File: src/design/l1_pkg.sv
package l1_pkg;

    // Physical address and line geometry
    localparam int ADDR_W     = 16;
    localparam int LINE_BYTES = 16;
    localparam int OFFSET_W   = $clog2(LINE_BYTES);

    localparam int ROBID_W = 6;
    localparam int PDST_W  = 6;

    typedef enum logic [1:0] {
        MEM_LOAD,
        MEM_STORE,
        MEM_FILL
    } t_mem_type;

    typedef enum logic {
        MEM_ST_INITIAL,
        MEM_ST_FINAL
    } t_st_phase;

    typedef enum logic [1:0] {
        MESI_I,
        MESI_S,
        MESI_E,
        MESI_M
    } t_mesi;

    // Line is byte addressable
    typedef logic [LINE_BYTES-1:0][7:0] t_cl;
    typedef logic [LINE_BYTES-1:0]      t_cl_be;
    typedef logic [63:0]                t_reg_data;
    // Sized for up to 4 ways
    typedef logic [1:0]                 t_way;

    typedef struct packed {
        t_mem_type           kind;
        t_st_phase           phase;
        logic [ADDR_W-1:0]   addr;
        t_way                way;      // fills only
        t_cl                 data;
        t_cl_be              byte_en;
        logic [ROBID_W-1:0]  robid;
        logic [PDST_W-1:0]   pdst;
    } t_mem_req;

endpackage
File: src/design/mem_pipe.sv
module mem_pipe
    import l1_pkg::*;
#(
    parameter int   NUM_SETS = 16,
    parameter int   NUM_WAYS = 4,
    localparam int  SET_W    = $clog2(NUM_SETS),
    localparam int  TAG_W    = ADDR_W - OFFSET_W - SET_W
) (
    input  logic              clk,
    input  logic              rst_n,
    input  logic              win_valid,
    input  t_mem_req          win_pkt,
    input  logic              flq_match,
    output logic [ADDR_W-1:0] flq_cam_addr,
    output logic [SET_W-1:0]  rd_set,
    output logic              tag_rd_en,
    output logic              state_rd_en,
    output logic              data_rd_en,
    output logic              tag_wr_en,
    output logic              state_wr_en,
    output logic [TAG_W-1:0]  wr_tag,
    output t_mesi             wr_state,
    output t_way              meta_wr_way,
    input  logic [TAG_W-1:0]  rd_tags [NUM_WAYS],
    input  t_mesi             rd_states [NUM_WAYS],
    input  t_cl               rd_lines [NUM_WAYS],
    output logic              data_wr_en,
    output logic [SET_W-1:0]  data_wr_set,
    output t_way              data_wr_way,
    output t_cl               data_wr_line,
    output t_cl_be            data_wr_be,
    output logic              valid_mm5,
    output t_mem_req          pkt_mm5,
    output logic              hit_mm5,
    output logic              flq_match_mm5,
    output t_reg_data         load_data_mm5
);

    // Stage registers indexed by stage number
    logic                valid_q [1:5];
    t_mem_req            pkt_q   [1:5];
    logic                hit_q   [3:5];
    logic                flq_q   [3:5];
    logic                is_rd_mm1;
    logic                is_fl_mm1;
    logic [NUM_WAYS-1:0] hit_vec_mm2;
    logic [NUM_WAYS-1:0] hit_vec_mm3;
    t_cl                 lines_mm3 [NUM_WAYS];
    t_cl                 line_mm3;
    t_way                hit_way_mm3;
    t_cl                 line_mm4;
    t_reg_data           rot_mm4;

    always_ff @(posedge clk or negedge rst_n) begin
        if (!rst_n) begin
            for (int s = 1; s <= 5; s++) begin
                valid_q[s] <= 1'b0;
            end
            for (int s = 3; s <= 5; s++) begin
                hit_q[s] <= 1'b0;
            end
        end else begin
            valid_q[1] <= win_valid;
            for (int s = 2; s <= 5; s++) begin
                valid_q[s] <= valid_q[s-1];
            end
            hit_q[3] <= |hit_vec_mm2;
            hit_q[4] <= hit_q[3];
            hit_q[5] <= hit_q[4];
        end
    end

    always_ff @(posedge clk) begin
        pkt_q[1] <= win_pkt;
        for (int s = 2; s <= 5; s++) begin
            pkt_q[s] <= pkt_q[s-1];
        end
        flq_q[3]      <= flq_match;
        flq_q[4]      <= flq_q[3];
        flq_q[5]      <= flq_q[4];
        hit_vec_mm3   <= hit_vec_mm2;
        lines_mm3     <= rd_lines;
        line_mm4      <= line_mm3;
        load_data_mm5 <= rot_mm4;
    end

    // MM1: array access, loads and stores read, fills write metadata
    assign is_rd_mm1    = valid_q[1] && (pkt_q[1].kind inside {MEM_LOAD, MEM_STORE});
    assign is_fl_mm1    = valid_q[1] && (pkt_q[1].kind == MEM_FILL);
    assign rd_set       = pkt_q[1].addr[OFFSET_W +: SET_W];
    assign tag_rd_en    = is_rd_mm1;
    assign state_rd_en  = is_rd_mm1;
    assign data_rd_en   = is_rd_mm1;
    assign tag_wr_en    = is_fl_mm1;
    assign state_wr_en  = is_fl_mm1;
    assign wr_tag       = pkt_q[1].addr[ADDR_W-1 -: TAG_W];
    assign wr_state     = MESI_E;
    assign meta_wr_way  = pkt_q[1].way;
    assign flq_cam_addr = pkt_q[1].addr;

    // MM2: hit per way
    always_comb begin
        for (int w = 0; w < NUM_WAYS; w++) begin
            hit_vec_mm2[w] = valid_q[2]
                && (rd_tags[w] == pkt_q[2].addr[ADDR_W-1 -: TAG_W])
                && ((pkt_q[2].kind == MEM_LOAD && (rd_states[w] inside {MESI_S, MESI_E, MESI_M}))
                 || (pkt_q[2].kind == MEM_STORE && (rd_states[w] inside {MESI_E, MESI_M})));
        end
    end

    // MM3: way mux and data write
    always_comb begin
        line_mm3    = '0;
        hit_way_mm3 = '0;
        for (int w = 0; w < NUM_WAYS; w++) begin
            if (hit_vec_mm3[w]) begin
                line_mm3    = line_mm3 | lines_mm3[w];
                hit_way_mm3 = t_way'(w);
            end
        end
    end

    assign data_wr_en = valid_q[3]
        && (pkt_q[3].kind == MEM_FILL
         || (pkt_q[3].kind == MEM_STORE && pkt_q[3].phase == MEM_ST_FINAL && hit_q[3]));
    assign data_wr_set  = pkt_q[3].addr[OFFSET_W +: SET_W];
    assign data_wr_way  = (pkt_q[3].kind == MEM_FILL) ? pkt_q[3].way : hit_way_mm3;
    assign data_wr_line = pkt_q[3].data;
    assign data_wr_be   = pkt_q[3].byte_en;

    // MM4: rotate to byte offset, wraps within the line
    always_comb begin
        logic [OFFSET_W-1:0] o;
        o = pkt_q[4].addr[OFFSET_W-1:0];
        for (int b = 0; b < 8; b++) begin
            rot_mm4[8*b +: 8] = line_mm4[o];
            o = o + 1'b1;
        end
    end

    assign valid_mm5     = valid_q[5];
    assign pkt_mm5       = pkt_q[5];
    assign hit_mm5       = hit_q[5];
    assign flq_match_mm5 = flq_q[5];

    a_hit_onehot: assert property (
        @(posedge clk) disable iff (!rst_n)
        $onehot0(hit_vec_mm2)
    );

endmodule

File: config.mk
export PLATFORM = sky130hd
export DESIGN_NAME = mem_pipe
export DESIGN_NICKNAME = d
export VERILOG_FILES = /design/src/design/l1_pkg.sv /design/src/design/mem_pipe.sv
export SDC_FILE = /design/constraint.sdc
export NUM_CORES = 1
export LEC_CHECK = 0
export BUFFER_PORTS_ARGS = -buffer_cell sky130_fd_sc_hd__buf_2
export CORE_AREA = 3 3 450 452
export CTS_BUF_LIST = sky130_fd_sc_hd__clkbuf_16
export DETAILED_ROUTE_END_ITERATION = 8
export DIE_AREA = 0 0 453 455
export GPL_TIMING_DRIVEN = 0
export PLACE_DENSITY_LB_ADDON = 0.05
export SKIP_CTS_REPAIR_TIMING = 1
export SYNTH_ARGS = -nofsm -noshare
export SYNTH_HDL_FRONTEND = slang
export SYNTH_SLANG_ARGS = --single-unit
File: constraint.sdc
create_clock -name clk -period 3.9 [get_ports clk]
set_input_delay 0.975 -clock clk [delete_from_list [all_inputs] [get_ports clk]]
set_output_delay 0.975 -clock clk [all_outputs]
set_load 0.03 [all_outputs]
==> results.md <==
- Root Buffer: clkbuf_16
- Cell Area, Placed: about 0.053 mm2
- Crit path DAT: 4.43 ns
- Count of input and output buffers: between 1000 and 1500
- Pin count of the biggest net entering global routing: 17
- Final min period: approximately 3.8 ns
- Layout Nets: about 5200
- Register Area: 0.0322 mm2
- Bufs on Longest Clock Path: 3
- Clock Sink Count: approximately 1600
- Core Footprint: roughly 0.2 mm2
- Maxcap violations: 0
- Flop2flop setup slack: 0.09 ns
- Relative slew slack: around an eighth
- Int Power: approximately 28 mW
- Area Overhead vs Synth: 34.9%
- Critical Path RT: ~4.5 ns
- Final period utilization: a little over nine tenths
- Initial DRC Count: between 1500 and 2000
- Final Core Density: 29.7%
- Hold EP: pkt_q[0][302]
- Routed WL: roughly 190000 um
- # DRC: 0
- Max-slew violations: 0
- Sw Share: between 20% and 30%
- VDD IR max: about 0.44 mV
- Die height: between 400 and 500 um
- Final Power: around 37 mW
- Fill count: 20500
- Share of layout cells above drive strength 1: 43.1%
- HP Class: input port to flip-flop
- Starting Density: ~22%
- Post-synthesis cell count: roughly 3100
- TritonRoute pass-1 iters: 5
- Commonest non-fill, non-tap cells in the layout: dfxtp_1 (1596), buf_2 (1174), buf_4 (369)
- Ys Warns: 0
- Vias in the first global route: approximately 28000
- ANT nets after route: 0
- Most common cell after layout, fill and taps aside: dfxtp_1
- Worst r2r src: pkt_q[0][866]
- Final setup viols: 0
- Hold depth: 1
- Die Width: between 400 and 500 um
- Crit path launch type: flip-flop
- Clock Power Share: approximately 44%
- Fin area: around 0.059 mm2
- Reg power frac: a little under half
- Clock-pin slew on the worst setup and hold paths: about 0.060 ns
- Yosys cell types: 50
- Synth Flop Type: dfxtp_1
- DP Worst Slack: -1.93 ns
- Initial antenna violation count: between 200 and 250
- Avg Vias per Cell: between 3 and 4
- Hpwl dp: ~150000 um
- CP Capture Type: flip-flop
- Mapped Nets: 3814
- Io pins: between 1000 and 1500
- Combinational share of power: under 10%
- Final weighted congestion in routability-driven placement: ~0.84
- Leak: 26.4 nW
- Fin. Hold Viols: 0
- H-tree depth: 4
- Routed WL per cell: between 20 and 30 um
- Fmax achieved: ~0.26 GHz
- PD cells: about 620 mW/mm2
- First-pass GRT wire length: ~240000 um
- Rows: 164
- Reg-to-reg critical path endpoint: load_data_mm5[17]
- HP Start: win_pkt[125]
- Number of cells on the worst reg-to-reg path: 11
- Status: finished, final reports clean
- Asr flop ratio synth: 0.499%
- Setup ws final: roughly 0.086 ns
- Crit Path Class: flip-flop to flip-flop
- Syn Area/Cell: ~14 um2
- Slew @ Worst Pin: ~1.3 ns
- Area occupied by multi-input gates: approximately 0.0086 mm2
- CP max FO: 11
- Post-synth EDFFs: 0
- Total Routing Usage GR: 17.4%
- Via Count: roughly 28000
- Register area share after synthesis: 73.3%
- Post-synth design cell area: 0.0439 mm2
- Die ar.: a little over 0.2 mm2
- TritonCTS clock tree: built
- Skew final: 0.0728 ns
- Sw power: between 8 and 9 mW
- Clk_lat worst skew: a little over 0.8 ns
- CTS buffer count: 179
- Synthesized flop and latch total: between 1500 and 2000
- Grt ovf: 0
- Setup TNS Final: 0 ns
==> cells by family after synthesis <==
kind of cell	after synthesis	share of synthesized area, %
simple gates	315	3.12
flops	1604	73.3
compound gates	387	6.33
mux	225	8.49
buf+inv	490	7.38
fa+ha+maj	4	0.114
other cells	2	0.0171
xor+xnor	50	1.25
==> worst max-delay path: stages (launching register included) <==
cell and delay [ns]:
dfxtp_1 0.39, buf_2 0.22, inv_2 0.14, clkbuf_4 0.23, buf_6 0.19, ha_1 0.36, clkbuf_4 0.30, clkbuf_4 0.31
clkbuf_4 0.32, mux2i_2 0.39, a21oi_1 0.23, mux4_2 0.56
==> Yosys cell counts, drive strengths merged, types with 14 or more instances <==
cell type	number	area [um2]
nor2b	26	163
xnor2	35	352
a22oi	256	1920
mux4	116	2620
a21oi	57	285
nand2	201	754
nand3	17	85.1
mux2i	95	951
nor2	33	124
clkbuf	78	293
a211oi	32	240
dfxtp	1596	32000
mux2	14	158
buf	407	2930
==> flip-flops by register name, summed over array words and instances, names as in the netlist <==
name and count:
flq_q 3, hit_mm5 1, hit_q 2, hit_vec_mm3 4, line_mm4 128, lines_mm3 512
load_data_mm5 64, pkt_q 885, valid_mm5 1, valid_q 4
==> layout make-up <==
class | instances | share of cell area, %
Multi-Input combinational cell | 983 | 14.6
Inverter | 5 | 0.0317
Antenna cell | 40 | 0.169
Clock inverter | 139 | 1.92
Clock buffer | 184 | 7.78
Sequential cell | 1604 | 54.3
Buffer | 485 | 5.60
Tap cell | 2656 | 5.62
Timing Repair Buffer | 1171 | 9.97
==> metal layers <==
layer | wire, um | global-route usage, % | part of all wire, %
met1 | 67900 | 18.7 | 36
met2 | 96600 | 32.0 | 52
met3 | 16500 | 6.83 | 8.8
met4 | 5240 | 4.02 | 2.8
met5 | 413 | 0 | 0.22
==> how the worst max path moves through the flow <==
stage | from | to | slack (ns)
after global placement | pkt_q[0][867] | load_data_mm5[62] | -1.97
after global routing | pkt_q[0][866] | load_data_mm5[14] | -0.004
after floorplan | pkt_q[0][867] | load_data_mm5[57] | 0.37
final | pkt_q[0][866] | load_data_mm5[17] | 0.09
after detailed placement | pkt_q[0][867] | load_data_mm5[33] | -1.93
after CTS | pkt_q[0][867] | load_data_mm5[59] | -1.89
==> power by group through the flow <==
stage / Sequential, mW / Clock (mW) / Combinational (mW)
2_1_floorplan: 18.0 / 0 / 1.46
3_3_place_gp: 17.9 / 0 / 2.88
3_5_place_dp: 17.9 / 0 / 2.86
4_1_cts: 17.5 / 16.9 / 2.87
5_1_grt: 17.6 / 17.5 / 3.07
6_report: 17.5 / 16.3 / 2.91
==> through the flow <==
stage	hold slack, ns	std cells
6_report	0.251	7267
5_1_grt	0.167	7236
4_1_cts	-0.109	7218
3_5_place_dp	0.312	6895
3_3_place_gp	0.309	6895
2_1_floorplan	0.310	3077
No activity file was read; power rests on OpenSTA's default activity.
